## src/source/ubaPkg.sv

```systemverilog
`default_nettype none

package ubaPkg;

   //////////////////////////////////////////////////////////////////////
   // Bus widths
   //////////////////////////////////////////////////////////////////////

   // Unibus address, 18 bits
   typedef logic [17:0] ubaAddr_t;

   // One data word on the bus
   typedef logic [15:0] ubaData_t;

   // Interrupt request lines, bit 3 wins
   typedef logic [3:0] ubaIrq_t;

   //////////////////////////////////////////////////////////////////////
   // Address map
   //////////////////////////////////////////////////////////////////////

   // Adapter's own registers
   localparam ubaAddr_t UbaStatusAddr = 18'h3_F100;
   localparam ubaAddr_t UbaMaskAddr   = 18'h3_F102;

   // Device window, both ends included
   localparam ubaAddr_t DevBase = 18'h3_E000;
   localparam ubaAddr_t DevLast = 18'h3_E0FF;

   // Status register layout
   // Sticky NXD flag, write 1 to clear
   localparam int StatusNxdBit  = 15;
   // Read-only mirror of the pending lines
   localparam int StatusPendLsb = 0;

   // NXD machine states
   typedef enum logic [1:0] {
      nxdIdle,
      nxdWait,
      nxdFlag,
      nxdAck
   } nxdState_t;

endpackage

`default_nettype wire

```

## src/source/ubaReqIf.sv

```systemverilog
`default_nettype none

// Decoded cycle requests and the matching acknowledges
interface ubaReqIf;

   // Bus request as seen by the adapter
   logic busReq;

   // One request per target
   logic ubaReq;
   logic devReq;
   logic wruReq;

   // Acknowledge levels from each target
   logic ubaAck;
   logic devAck;
   logic wruAck;

   // Decoder drives the requests
   // Device acknowledge also enters here
   modport decode (output busReq, ubaReq, devReq, wruReq, devAck);

   // Timeout machine watches everything
   modport nxd (input busReq, ubaReq, devReq, wruReq, ubaAck, devAck, wruAck);

   // Register block
   modport regs (input ubaReq, output ubaAck);

   // Interrupt responder
   modport wru (input wruReq, output wruAck);

endinterface

`default_nettype wire

```

## src/source/ubaBusIf.sv

```systemverilog
`default_nettype none

module ubaBusIf
(
   input  wire logic            busReq,
   input  wire logic            busWrite,
   input  wire logic            busWru,
   input  wire ubaPkg::ubaAddr_t busAddr,
   input  wire ubaPkg::ubaData_t regData,
   input  wire ubaPkg::ubaData_t devData,
   input  wire ubaPkg::ubaData_t wruData,
   input  wire logic            devAckIn,
   input  wire logic            busAckIn,
   output      logic            devReq,
   output      logic            busAck,
   output      ubaPkg::ubaData_t busDataOut,
   ubaReqIf.decode              rq
);

   import ubaPkg::*;

   //////////////////////////////////////////////////////////////////////
   // Address decode
   //////////////////////////////////////////////////////////////////////

   logic isReg;
   logic isDev;
   logic ubaSel;
   logic devSel;
   logic wruSel;

   // Either of the two adapter registers
   assign isReg = (busAddr == UbaStatusAddr) || (busAddr == UbaMaskAddr);

   // Inclusive device window
   assign isDev = (busAddr >= DevBase) && (busAddr <= DevLast);

   // WRU takes priority over any address
   assign wruSel = busReq & busWru;
   assign ubaSel = busReq & ~busWru & isReg;
   // Registers shadow the device window
   assign devSel = busReq & ~busWru & ~isReg & isDev;

   // Unmapped addresses raise nothing here
   // The NXD machine times them out as device cycles

   assign rq.busReq = busReq;
   assign rq.wruReq = wruSel;
   assign rq.ubaReq = ubaSel;
   assign rq.devReq = devSel;

   // Device acknowledge goes in as is
   assign rq.devAck = devAckIn;

   // Device request level toward the port
   // Write flag reaches the device straight from the top level
   assign devReq = devSel;

   //////////////////////////////////////////////////////////////////////
   // Read data and acknowledge back to the master
   //////////////////////////////////////////////////////////////////////

   // Same decode picks the returned word
   always_comb
   begin
      if (wruSel)
         busDataOut = wruData;
      else if (ubaSel)
         busDataOut = regData;
      else if (devSel)
         busDataOut = devData;
      else
         busDataOut = '0;
   end

   // Acknowledge drops as soon as the master lets go
   assign busAck = busAckIn & busReq;

endmodule

`default_nettype wire

```

## src/source/ubaNxd.sv

```systemverilog
`default_nettype none

module ubaNxd
#(
   parameter int NxdTimeout = 10
)
(
   input  wire logic clk,
   input  wire logic rst,
   ubaReqIf.nxd      rq,
   output      logic busAckOut,
   output      logic setNxd
);

   import ubaPkg::*;

   // Counter wide enough to hold the load value
   localparam int CntW = $clog2(NxdTimeout + 1);

   nxdState_t      state;
   logic           isUba;
   logic [CntW-1:0] cnt;
   logic           ubaHit;
   logic           devHit;
   logic           ackHit;

   // Device acknowledge only counts while it is asked for
   assign devHit = rq.devReq & rq.devAck;
   assign ubaHit = rq.ubaReq & rq.ubaAck;

   // Acknowledge of the remembered target
   assign ackHit = isUba ? ubaHit : devHit;

   //////////////////////////////////////////////////////////////////////
   // Timeout FSM
   //////////////////////////////////////////////////////////////////////

   always_ff @(posedge clk or posedge rst)
   begin
      if (rst)
      begin
         state <= nxdIdle;
         isUba <= 1'b0;
         cnt   <= '0;
      end
      else
      begin
         unique case (state)
            nxdIdle:
            begin
               // WRU cycles are never timed
               if (rq.busReq & rq.wruReq)
               begin
                  if (rq.wruAck)
                     state <= nxdAck;
               end
               // Register or device cycle, unmapped counts as device
               else if (rq.busReq)
               begin
                  isUba <= rq.ubaReq;
                  cnt   <= CntW'(NxdTimeout - 1);
                  if (rq.ubaReq ? ubaHit : devHit)
                     state <= nxdAck;
                  else
                     state <= nxdWait;
               end
            end

            nxdWait:
            begin
               if (ackHit)
                  state <= nxdAck;
               // Last count used up
               else if (cnt == '0)
                  state <= nxdFlag;
               else
                  cnt <= cnt - 1'b1;
            end

            // One cycle only, drives the status set
            nxdFlag:
               state <= nxdIdle;

            // Wait for the master to release
            nxdAck:
               if (!rq.busReq)
                  state <= nxdIdle;

            default:
               state <= nxdIdle;
         endcase
      end
   end

   assign setNxd    = (state == nxdFlag);
   assign busAckOut = (state == nxdAck) & rq.busReq;

endmodule

`default_nettype wire

```

## src/source/ubaRegs.sv

```systemverilog
`default_nettype none

module ubaRegs
(
   input  wire logic            clk,
   input  wire logic            rst,
   ubaReqIf.regs                rq,
   input  wire logic            busWrite,
   input  wire ubaPkg::ubaAddr_t busAddr,
   input  wire ubaPkg::ubaData_t busDataIn,
   input  wire logic            setNxd,
   input  wire ubaPkg::ubaIrq_t  pend,
   output      ubaPkg::ubaIrq_t  mask,
   output      ubaPkg::ubaData_t regData
);

   import ubaPkg::*;

   localparam int IrqW = $bits(ubaIrq_t);

   logic ackReg;
   logic nxdBit;
   logic wrStrobe;
   logic wrStatus;
   logic wrMask;
   logic clrNxd;

   //////////////////////////////////////////////////////////////////////
   // Register acknowledge
   //////////////////////////////////////////////////////////////////////

   // One cycle behind the request, both edges
   always_ff @(posedge clk or posedge rst)
   begin
      if (rst)
         ackReg <= 1'b0;
      else
         ackReg <= rq.ubaReq;
   end

   assign rq.ubaAck = ackReg;

   // Write lands once, in the first cycle of the request
   assign wrStrobe = rq.ubaReq & ~ackReg & busWrite;
   assign wrStatus = wrStrobe & (busAddr == UbaStatusAddr);
   assign wrMask   = wrStrobe & (busAddr == UbaMaskAddr);

   // Write 1 to clear
   assign clrNxd = wrStatus & busDataIn[StatusNxdBit];

   //////////////////////////////////////////////////////////////////////
   // Status and mask
   //////////////////////////////////////////////////////////////////////

   always_ff @(posedge clk or posedge rst)
   begin
      if (rst)
      begin
         nxdBit <= 1'b0;
         mask   <= '0;
      end
      else
      begin
         // Timeout beats a simultaneous clear
         if (setNxd)
            nxdBit <= 1'b1;
         else if (clrNxd)
            nxdBit <= 1'b0;

         if (wrMask)
            mask <= busDataIn[IrqW-1:0];
      end
   end

   // Read mux on address alone
   always_comb
   begin
      regData = '0;
      if (busAddr == UbaStatusAddr)
      begin
         regData[StatusNxdBit] = nxdBit;
         regData[StatusPendLsb +: IrqW] = pend;
      end
      else if (busAddr == UbaMaskAddr)
         regData[IrqW-1:0] = mask;
   end

endmodule

`default_nettype wire

```

## src/source/ubaWru.sv

```systemverilog
`default_nettype none

module ubaWru
(
   ubaReqIf.wru                 rq,
   input  wire ubaPkg::ubaIrq_t  irq,
   input  wire ubaPkg::ubaIrq_t  mask,
   output      ubaPkg::ubaData_t wruData
);

   import ubaPkg::*;

   ubaIrq_t masked;
   ubaIrq_t oneHot;

   //////////////////////////////////////////////////////////////////////
   // Priority answer
   //////////////////////////////////////////////////////////////////////

   // Only enabled lines take part
   assign masked = irq & mask;

   // Scan upward so the highest set line is kept
   always_comb
   begin
      oneHot = '0;
      for (int i = 0; i < $bits(ubaIrq_t); i++)
      begin
         if (masked[i])
            oneHot = ubaIrq_t'(1) << i;
      end
   end

   // Zero-extended onto the data bus
   assign wruData = ubaData_t'(oneHot);

   // Nothing enabled and pending means no answer at all
   // The master then waits forever, no timeout on WRU
   assign rq.wruAck = rq.wruReq & (oneHot != '0);

endmodule

`default_nettype wire

```

## src/source/uba.sv

```systemverilog
`default_nettype none

module uba
#(
   parameter int NxdTimeout = 10
)
(
   input  wire logic            clk,
   input  wire logic            rst,
   input  wire logic            busReq,
   input  wire logic            busWrite,
   input  wire logic            busWru,
   input  wire ubaPkg::ubaAddr_t busAddr,
   input  wire ubaPkg::ubaData_t busDataIn,
   output      ubaPkg::ubaData_t busDataOut,
   output      logic            busAck,
   output      logic            devReq,
   input  wire logic            devAck,
   input  wire ubaPkg::ubaData_t devData,
   input  wire ubaPkg::ubaIrq_t  irq
);

   import ubaPkg::*;

   // Internal request bundle
   ubaReqIf rq();

   ubaData_t regData;
   ubaData_t wruData;
   ubaIrq_t  mask;
   logic     busAckInt;
   logic     setNxd;

   //////////////////////////////////////////////////////////////////////
   // Decode and return path
   //////////////////////////////////////////////////////////////////////

   // Device sees busWrite, busAddr and busDataIn directly
   ubaBusIf busIf (
      .busReq     (busReq),
      .busWrite   (busWrite),
      .busWru     (busWru),
      .busAddr    (busAddr),
      .regData    (regData),
      .devData    (devData),
      .wruData    (wruData),
      .devAckIn   (devAck),
      .busAckIn   (busAckInt),
      .devReq     (devReq),
      .busAck     (busAck),
      .busDataOut (busDataOut),
      .rq         (rq)
   );

   // Timeout watcher, owns the bus acknowledge
   ubaNxd #(
      .NxdTimeout (NxdTimeout)
   ) nxd (
      .clk       (clk),
      .rst       (rst),
      .rq        (rq),
      .busAckOut (busAckInt),
      .setNxd    (setNxd)
   );

   // Status reports raw pending lines
   ubaRegs regs (
      .clk       (clk),
      .rst       (rst),
      .rq        (rq),
      .busWrite  (busWrite),
      .busAddr   (busAddr),
      .busDataIn (busDataIn),
      .setNxd    (setNxd),
      .pend      (irq),
      .mask      (mask),
      .regData   (regData)
   );

   ubaWru wru (
      .rq      (rq),
      .irq     (irq),
      .mask    (mask),
      .wruData (wruData)
   );

endmodule

`default_nettype wire

```

## config.mk

```make
export PLATFORM = sky130hd
export DESIGN_NAME = uba
export DESIGN_NICKNAME = d
export VERILOG_FILES = /design/src/source/ubaPkg.sv /design/src/source/ubaReqIf.sv /design/src/source/ubaBusIf.sv /design/src/source/ubaNxd.sv /design/src/source/ubaRegs.sv /design/src/source/ubaWru.sv /design/src/source/uba.sv
export SDC_FILE = /design/constraint.sdc
export NUM_CORES = 1
export LEC_CHECK = 0
export BUFFER_PORTS_ARGS = -buffer_cell sky130_fd_sc_hd__buf_2
export CORE_MARGIN = 4
export CORE_UTILIZATION = 38
export DETAILED_ROUTE_END_ITERATION = 8
export PLACE_DENSITY = 0.69
export SKIP_LAST_GASP = 1
export SYNTH_ARGS = -nofsm -noshare
export SYNTH_HDL_FRONTEND = slang
export SYNTH_HIERARCHICAL = 1
export SYNTH_SLANG_ARGS = --single-unit
```

## constraint.sdc

```tcl
create_clock -name clk -period 2.1 [get_ports clk]
set_input_delay 0.21 -clock clk [delete_from_list [all_inputs] [get_ports clk]]
set_output_delay 0.21 -clock clk [all_outputs]
set_load 0.05 [all_outputs]
```

==> results of run 1 <==
## what timing repair did
item	4_1_cts	5_1_grt
endpoints found under the setup margin	0	1
resized for setup	0	1
endpoints found under the hold margin	13	0
hold buffers	1	0
## layout by cell type, fill, tap and decap left out, drive strengths merged, types with 2 or more instances in the layout
master and instances:
a21boi 2, a221o 16, and2 3, and2b 2, and3 17, and4b 2
buf 73, clkbuf 5, conb 23, dfrtp 13, ha 2, inv 4
mux2 6, mux2i 6, nand2 7, nand2b 2, nand3 2, nand3b 2
nand4 5, nor2 11, nor3 5, nor3b 2, nor4b 3, or3 2
## power breakdown
group	internal, mW	switching, mW	total, mW
clock network	0.134	0.0924	0.227
logic	0.263	0.253	0.516
registers	0.304	0.0644	0.369
total	0.702	0.409	1.11
## cells by family (layout without fill, tap and decap cells)
kind of cell               after synthesis  in the layout  share of synthesized area (%)
and+or+nand+nor                         74             74                           37.2
buffers and inverters                   35             83                           15.5
AOI/OAI and AO/OA                       26             26                           15.9
DFF                                     13             13                           21.0
muxes                                   12             12                           8.24
adders and majority gates                2              2                           1.62
other                                    2             23                          0.485
## worst reg2reg max path, cell delays in order, from the launching register on
cell and delay, ns:
dfrtp_1 0.40, inv_1 0.09, ha_1 0.15, or3b_4 0.41, nand4_2 0.13, mux2_2 0.34
## path summary, 6_finish.rpt
| kind | endpoint | cells past startpoint | start | slack (ns) |
|---|---|---|---|---|
| min reg2reg | nxd/cnt[0]$_DFFE_PP0P_ | 1 | nxd/cnt[0]$_DFFE_PP0P_ | 0.50 |
| max | busDataOut[15] | 7 | busAddr[4] | 0.03 |
| max in group asynchronous | nxd/cnt[2]$_DFFE_PP0P_ | 3 | rst | 1.43 |
| max reg2reg | nxd/cnt[1]$_DFFE_PP0P_ | 5 | nxd/cnt[0]$_DFFE_PP0P_ | 0.48 |
| min in group asynchronous | regs/mask[1]$_DFFE_PP0P_ | 3 | rst | 0.43 |
| min | regs/mask[3]$_DFFE_PP0P_ | 2 | busDataIn[3] | 0.17 |
## registers in the layout, indices dropped and copies added (netlist names)
register,cells
regs/rq.ubaAck,1
regs/nxdBit,1
regs/mask,4
nxd/state,2
nxd/cnt,4
nxd/isUba,1
## through the flow
stage | setup WS [ns] | area, um2 | power [mW] | std cells
2_1_floorplan | 0.0541 | 1630 | 0.786 | 185
3_3_place_gp | 0.0408 | 1850 | 0.878 | 276
3_5_place_dp | 0.0169 | 1850 | 0.887 | 276
4_1_cts | 0.0177 | 1910 | 1.12 | 281
5_1_grt | 0.00192 | 1910 | 1.20 | 281
6_report | 0.0266 | 1910 | 1.11 | 281
## per-layer routing
metal	global-route usage [%]	part of all wire, %
met5	0	0
met4	2.51	0.55
met3	4.21	9.5
met2	24.5	47
met1	18.1	43
## cell type report
class / count / area, um2
Inverter: 4 / 15.0
Timing Repair Buffer: 75 / 403
Sequential cell: 13 / 325
Multi-Input combinational cell: 137 / 1060
Clock buffer: 4 / 45.0
Tap cell: 48 / 60.1
Fill cell: 383 / 1890
==> impl_metrics.csv, run 1 <==
group,metric,value,unit
worst_setup_path,path_cells,"buf_2 -> or4_4 -> nor3_4 -> nand2_1 -> nor3b_1 -> a221o_1 -> buf_2",
power,power_per_cell_area,582,nW/um2
worst_setup_path,cp.buffers_inverters,2,
route,drt-vias-per-instance,5.05,
synthesis,synth_flop_cell,"dfrtp_1",
synthesis,synthesis.area,1550,um2
floorplan,placementRows,22,
clocking,cts_tree,"yes",
worst_setup_path,crit_top_cell,"buf_2",
route,first_pass_iters,4,
timing,rsz0062_at_grt,"no",
clocking,cts_root_buf,"clkbuf_8",
route,drt_iter0_drc,45,
synthesis,avgSynthCellArea,9.45,um2
status,status,"finished, final reports clean",
worst_setup_path,worstSetupPathType,"in2out",
floorplan,die_w,71.8,um
worst_setup_path,crit_path_start_kind,"input port",
global_routing,grt_max_degree,24,
worst_setup_path,end_kind,"primary output",
clocking,post_cts_buffers,0,
job,cap_violations,0,
clocking,htree_num_levels,1,
worst_setup_path,path_max_fanout,2,
synthesis,synth_common_cells,"buf_4, a221o_1, dfrtp_1, nor2_1, and3_1",
synthesis,yosysTopAreaCell,"dfrtp_1",
synthesis,synth_seq_cells,13,
global_routing,grt.total_usage,14.4,%
clocking,path_clk_slew,0.05,ns
floorplan,design.core.area,3800,um2
floorplan,pin_count,78,
synthesis,synth-edff-count,0,
global_routing,antenna_found_initial,0,
timing,drv_slew,0,
route,drc_errors,0,
timing,fin_tns_setup,0,ns
floorplan,dieHeight,71.8,um
worst_setup_path,max_stage_delay,0.54,ns
floorplan,dieArea,5160,um2
min_path,hold_class,"in2reg",
worst_setup_path,cp_slowest_cell,"or4_4",
timing,min_period_over_period,98.7,%
global_routing,gr-total-overflow,0,
synthesis,ys_seq_area_share,21.0,%
clocking,cts.sinks,13,
cells_and_area,layout.nets,296,
cells_and_area,drive_gt1_share,45.1,%
timing,fmax,0.482,GHz
cells_and_area,utilization,50.3,%
route,ant_nets,0,
cells_and_area,antenna_cells,0,
timing,worst_clock_skew,0.00128,ns
placed_design,dp_hpwl,3.10,mm
floorplan,initial_utilization,40.8,%
synthesis,ys_warn_count,6,
worst_setup_path,cp.arrival,1.86,ns
route,wl_per_cell,13.5,um
power,p_leak,1.05,nW
synthesis,yosysTopAreaCellShare,21.0,%
synthesis,syn_inst,164,
synthesis,yosysMostFrequentCell,"buf_4",
timing,final_hold_viol_count,0,
worst_setup_path,crit_required,1.89,ns
clocking,clock_latency,0.25,ns
synthesis,synthDistinctLibCells,50,
cells_and_area,area_delta_synth_final,23.3,%
worst_setup_path,cp_top_family,"simple AND/OR/NAND/NOR gates",
synthesis,synth.area.top_cells,"dfrtp_1, buf_4, a221o_1",
global_routing,grt_pass1_vias,1378,
route,vias,1418,
timing,setup_viol,0,
timing,hold_slack,0.173,ns
global_routing,grt_pass1_wl,6.04,mm
placed_design,gp_congestion,0.768,
placed_design,portBuffers,66,
timing,fin_crit,2.07,ns
route,finalWirelength,3.79,mm
clocking,numCtsBuffers,3,
power,peakVddDrop,0.387,mV
synthesis,synth-async-reset-ratio,100,%
clocking,cts.path.max_buffers,2,
(Power assumes the default switching activity.)
==> inputs of run 2 (changes only) <==
CORE_ASPECT_RATIO = 0.9   (was not set)
==> impl_metrics.csv, run 2 (synthesis gave the netlist of run 1 again) <==
group,metric,value,unit
power,power,1.10,mW
timing,min_period_over_period,96.6,%
clocking,path_clk_slew,0.05,ns
global_routing,antenna_found_initial,0,
placed_design,portBuffers,66,
cells_and_area,layout.nets,297,
global_routing,grt_pass1_wl,5.78,mm
timing,rsz0062_at_grt,"no",
power,p_switching,0.403,mW
timing,setup_viol,0,
cells_and_area,antenna_cells,0,
min_path,worstHoldPathCells,2,
power,combPwrFrac,46.4,%
route,drt_iter0_drc,102,
floorplan,design.core.area,3840,um2
floorplan,dieHeight,68.6,um
worst_setup_path,timing.rr.start,"regs/mask[3]$_DFFE_PP0P_",
clocking,cts_tree,"yes",
job,cap_violations,0,
worst_setup_path,cp.buffers_inverters,2,
worst_setup_path,end_kind,"primary output",
worst_setup_path,cp.arrival,1.82,ns
global_routing,gr-total-overflow,0,
worst_setup_path,max_stage_delay,0.54,ns
clocking,cts.sinks,13,
timing,fmax,0.493,GHz
worst_setup_path,r2r-end,"nxd/state[0]$_DFFE_PP0P_",
power,peakVddDrop,0.366,mV
floorplan,placementRows,21,
clocking,cts_root_buf,"clkbuf_8",
power,p_leak,1.05,nW
cells_and_area,area_delta_synth_final,23.8,%
clocking,clock_latency,0.24,ns
worst_setup_path,reg2regPathDepth,5,
placed_design,dp_worst_setup_slack,0.00745,ns
cells_and_area,drive_gt1_share,45.3,%
worst_setup_path,cp_top_family,"simple AND/OR/NAND/NOR gates",
timing,drv_slew,0,
cells_and_area,top_regs,"nxd/cnt x4, regs/mask x4, nxd/state x2",
worst_setup_path,cp_slowest_cell,"or4_4",
timing,worst_clock_skew,0.00151,ns
power,internal_power,0.702,mW
route,drc_errors,0,
power,seq_power_share,33.7,%
timing,fin_crit,2.03,ns
timing,fin_tns_setup,0,ns
route,finalWirelength,3.76,mm
cells_and_area,layout_common_cells,"buf_2, conb_1, a221o_1, dfrtp_1, nor2_1",
cells_and_area,layout_commonest_cell,"buf_2",
route,vias,1423,
floorplan,dieArea,5160,um2
route,wl_per_cell,13.4,um
route,drt-vias-per-instance,5.08,
cells_and_area,final_cells,280,
placed_design,dp_cells,275,
clocking,numCtsBuffers,3,
power,p_clk_share,19.9,%
status,status,"finished, final reports clean",
global_routing,grt_max_degree,22,
placed_design,gp_congestion,0.731,
worst_setup_path,crit_path_start_kind,"input port",
worst_setup_path,crit_required,1.89,ns
timing,setup_slack,0.0717,ns
cells_and_area,seq_area,325,um2
cells_and_area,nFillCells,384,
timing,final_hold_viol_count,0,
worst_setup_path,path_cells,"buf_2 -> or4_4 -> nor3_4 -> nand2_1 -> nor3b_1 -> a221o_1 -> clkbuf_4",
clocking,htree_num_levels,1,
route,first_pass_iters,4,
min_path,hold_class,"in2reg",
power,power_per_cell_area,576,nW/um2
min_path,holdPathEnd,"regs/mask[0]$_DFFE_PP0P_",
worst_setup_path,worstSetupPathType,"in2out",
global_routing,grt_pass1_vias,1269,
cells_and_area,multi_input_area,1060,um2
timing,hold_slack,0.184,ns
power,swShare,36.5,%
worst_setup_path,rrSetupSlack,0.45,ns
clocking,cts.path.max_buffers,2,
floorplan,initial_utilization,40.4,%
floorplan,die_w,75.3,um
worst_setup_path,path_max_fanout,2,
floorplan,pin_count,78,
global_routing,grt.total_usage,14.3,%
min_path,min_from,"busDataIn[0]",
placed_design,dp_hpwl,3.09,mm
route,ant_nets,0,
==> run 2: worst register-to-register path, delay by kind of cell, from the launching register on <==
family           cells  cell delay, ns
flip-flops           1            0.40
AND/OR/NAND/NOR      2            0.24
AO/OA/AOI/OAI        3            0.88
==> run 2: timing repair <==
item	CTS	global route
hold buffers	1	0
endpoints found under the setup margin	0	2
hold endpoints to repair	13	0
setup buffers	0	0
gates resized for setup	0	2
==> run 2: area by class of cell <==
class / instances / share of cell area [%]
inverters: 4 / 0.783
multi-input cells: 137 / 55.4
repair buffers: 76 / 21.5
well taps: 46 / 3.00
flip-flops and latches: 13 / 17.0
clock buffers: 4 / 2.35
==> run 2: through the flow <==
step | area (um2) | util (%)
CTS | 1910 | 49.9
floorplan | 1630 | -
global route | 1920 | 50.0
finish | 1920 | 50.0
detailed placement | 1860 | 48.4
global placement | 1860 | 48.4
==> run 2: power groups by stage <==
| stage | Combinational (mW) | Sequential, mW | Clock (mW) |
|---|---|---|---|
| 6_report | 0.512 | 0.373 | 0.220 |
| 5_1_grt | 0.574 | 0.384 | 0.241 |
| 4_1_cts | 0.515 | 0.371 | 0.227 |
| 3_5_place_dp | 0.511 | 0.374 | 0 |
| 3_3_place_gp | 0.505 | 0.374 | 0 |
| 2_1_floorplan | 0.428 | 0.358 | 0 |
==> run 2: worst max path at each step <==
| stage | from | end | slack (ns) | cells past startpoint |
|---|---|---|---|---|
| 6_report | busAddr[4] | busDataOut[15] | 0.07 | 7 |
| 3_3_place_gp | busAddr[4] | busDataOut[15] | 0.02 | 7 |
| 4_1_cts | busAddr[4] | busDataOut[15] | 0.002 | 7 |
| 3_5_place_dp | busAddr[4] | busDataOut[15] | 0.007 | 7 |
| 2_1_floorplan | busAddr[9] | nxd/cnt[1]$_DFFE_PP0P_ | 0.05 | 8 |
| 5_1_grt | busAddr[4] | busDataOut[15] | 0.005 | 7 |
==> run 2: metal layers <==
| layer | up-vias | track usage, % | part of all wire (%) |
|---|---|---|---|
| met3 | 0 | 3.04 | 9.1 |
| li1 | 717 | - | - |
| met1 | 655 | 19.2 | 46 |
| met4 | 0 | 1.31 | 0 |
| met2 | 51 | 24.4 | 45 |
| met5 | - | 0 | 0 |
==> inputs of run 3 (changes only) <==
CORE_UTILIZATION = 46   (was 38)
PLACE_DENSITY = 0.81   (was 0.69)
==> impl_metrics.csv, run 3 (synthesis gave the netlist of run 1 again) <==
group,metric,value,unit
cells_and_area,finalInstanceArea,1920,um2
power,internal_power,0.702,mW
timing,rsz0062_at_grt,"no",
timing,setup_viol,0,
placed_design,dpl_cell_area,1850,um2
route,drc_errors,0,
worst_setup_path,crit_start,"busAddr[4]",
power,power_per_cell_area,583,nW/um2
worst_setup_path,reg2regPathDepth,5,
timing,fmax,0.494,GHz
placed_design,gp_congestion,0.859,
global_routing,grt.total_usage,17.4,%
floorplan,design.core.area,3140,um2
power,p_switching,0.416,mW
clocking,cts_root_buf,"clkbuf_8",
power,power,1.12,mW
power,p_leak,1.05,nW
min_path,hold_class,"in2reg",
cells_and_area,layout.nets,297,
route,drt_iter0_drc,69,
cells_and_area,area_delta_synth_final,23.8,%
status,status,"finished, final reports clean",
worst_setup_path,path_max_fanout,4,
clocking,path_clk_slew,0.05,ns
route,vias,1430,
global_routing,gr-total-overflow,0,
timing,fin_crit,2.02,ns
floorplan,die_w,69.2,um
clocking,post_cts_buffers,0,
cells_and_area,top_regs,"nxd/cnt x4, regs/mask x4, nxd/state x2",
placed_design,dp_hpwl,3.05,mm
route,drt-vias-per-instance,5.18,
timing,final_hold_viol_count,0,
worst_setup_path,timing.rr.start,"regs/mask[3]$_DFFE_PP0P_",
worst_setup_path,crit_path_start_kind,"input port",
worst_setup_path,cp.arrival,1.81,ns
worst_setup_path,r2r-end,"nxd/state[1]$_DFFE_PP0P_",
cells_and_area,layout_commonest_cell,"buf_2",
power,combPwrFrac,46.7,%
global_routing,antenna_found_initial,0,
cells_and_area,antenna_cells,0,
worst_setup_path,crit_required,1.89,ns
cells_and_area,nFillCells,285,
route,ant_nets,0,
global_routing,grt_max_degree,23,
worst_setup_path,rrSetupSlack,0.45,ns
floorplan,dieArea,4360,um2
floorplan,pin_count,78,
floorplan,dieHeight,63.1,um
floorplan,initial_utilization,49.4,%
power,swShare,37.2,%
route,wl_per_cell,13.6,um
job,cap_violations,0,
placed_design,portBuffers,66,
floorplan,placementRows,19,
clocking,numCtsBuffers,3,
clocking,htree_num_levels,1,
cells_and_area,layout_common_cells,"buf_2, conb_1, a221o_1, dfrtp_1, nor2_1",
clocking,cts.sinks,13,
cells_and_area,drive_gt1_share,45.3,%
min_path,worstHoldPathCells,2,
clocking,clock_latency,0.24,ns
timing,worst_clock_skew,0.00468,ns
power,p_clk_share,19.9,%
clocking,cts_tree,"yes",
power,peakVddDrop,0.572,mV
global_routing,grt_pass1_wl,6.42,mm
global_routing,grt_pass1_vias,1420,
timing,min_period_over_period,96.3,%
clocking,cts.path.max_buffers,2,
worst_setup_path,crit_path_end,"busDataOut[3]",
timing,drv_slew,0,
route,finalWirelength,3.75,mm
route,first_pass_iters,4,
timing,fin_tns_setup,0,ns
worst_setup_path,worstSetupPathType,"in2out",
worst_setup_path,end_kind,"primary output",
power,seq_power_share,33.5,%
==> run 3: cell count changes in the layout (fill, tap and decap cells not counted) <==
cell | before | now
buf_2 | 64 | 62
clkbuf_4 | 2 | 4
==> run 3: timing repair <==
item / 4_1_cts / 5_1_grt
hold buffers: 1 / 0
gates resized for setup: 0 / 4
endpoints found under the setup margin: 0 / 4
endpoints found under the hold margin: 13 / 0
==> run 3: power by group through the flow <==
stage               clock network [mW]  registers [mW]  logic [mW]
floorplan                            0           0.358       0.428
detailed placement                   0           0.375       0.516
CTS                              0.229           0.371       0.522
global placement                     0           0.371       0.506
finish                           0.222           0.374       0.522
global route                     0.247           0.384       0.583
==> run 3: worst min path at each step <==
stage | to | slack [ns] | startpoint
4_1_cts | regs/mask[3]$_DFFE_PP0P_ | 0.18 | busDataIn[3]
6_report | regs/mask[3]$_DFFE_PP0P_ | 0.18 | busDataIn[3]
3_3_place_gp | regs/mask[1]$_DFFE_PP0P_ | 0.14 | rst
2_1_floorplan | regs/mask[0]$_DFFE_PP0P_ | 0.001 | rst
5_1_grt | regs/mask[0]$_DFFE_PP0P_ | 0.19 | busDataIn[0]
3_5_place_dp | regs/mask[1]$_DFFE_PP0P_ | 0.14 | rst
==> run 3: metal layers <==
layer	track usage (%)	part of all wire (%)
met1	23.7	44
met2	27.0	45
met3	5.72	9.6
met4	3.41	0.67
met5	0	0
==> run 3: layout make-up <==
class                      count  area [um2]  share of cell area (%)
multi-input combinational    137        1060                    55.4
tap                           42        52.6                    2.74
clock buffer                   4        45.0                    2.35
sequential                    13         325                    17.0
timing repair buffer          76         418                    21.8
inverter                       4        15.0                   0.783
==> run 3: worst max-delay path, stage by stage <==
cell,delay [ns]
buf_2,0.11
or4_4,0.54
nor3_4,0.18
nand2_1,0.09
buf_4,0.16
nor2_1,0.11
a221o_1,0.15
buf_2,0.26
==> run 3: stage by stage <==
step                hold WS [ns]  cells  util [%]  setup slack, ns
detailed placement         0.137    271      59.1           0.0473
floorplan               0.000959    185         -           0.0541
finish                     0.184    276      61.1           0.0776
global placement           0.137    271      59.1           0.0557
global route               0.188    276      61.1          0.00565
CTS                        0.183    276      60.8           0.0331
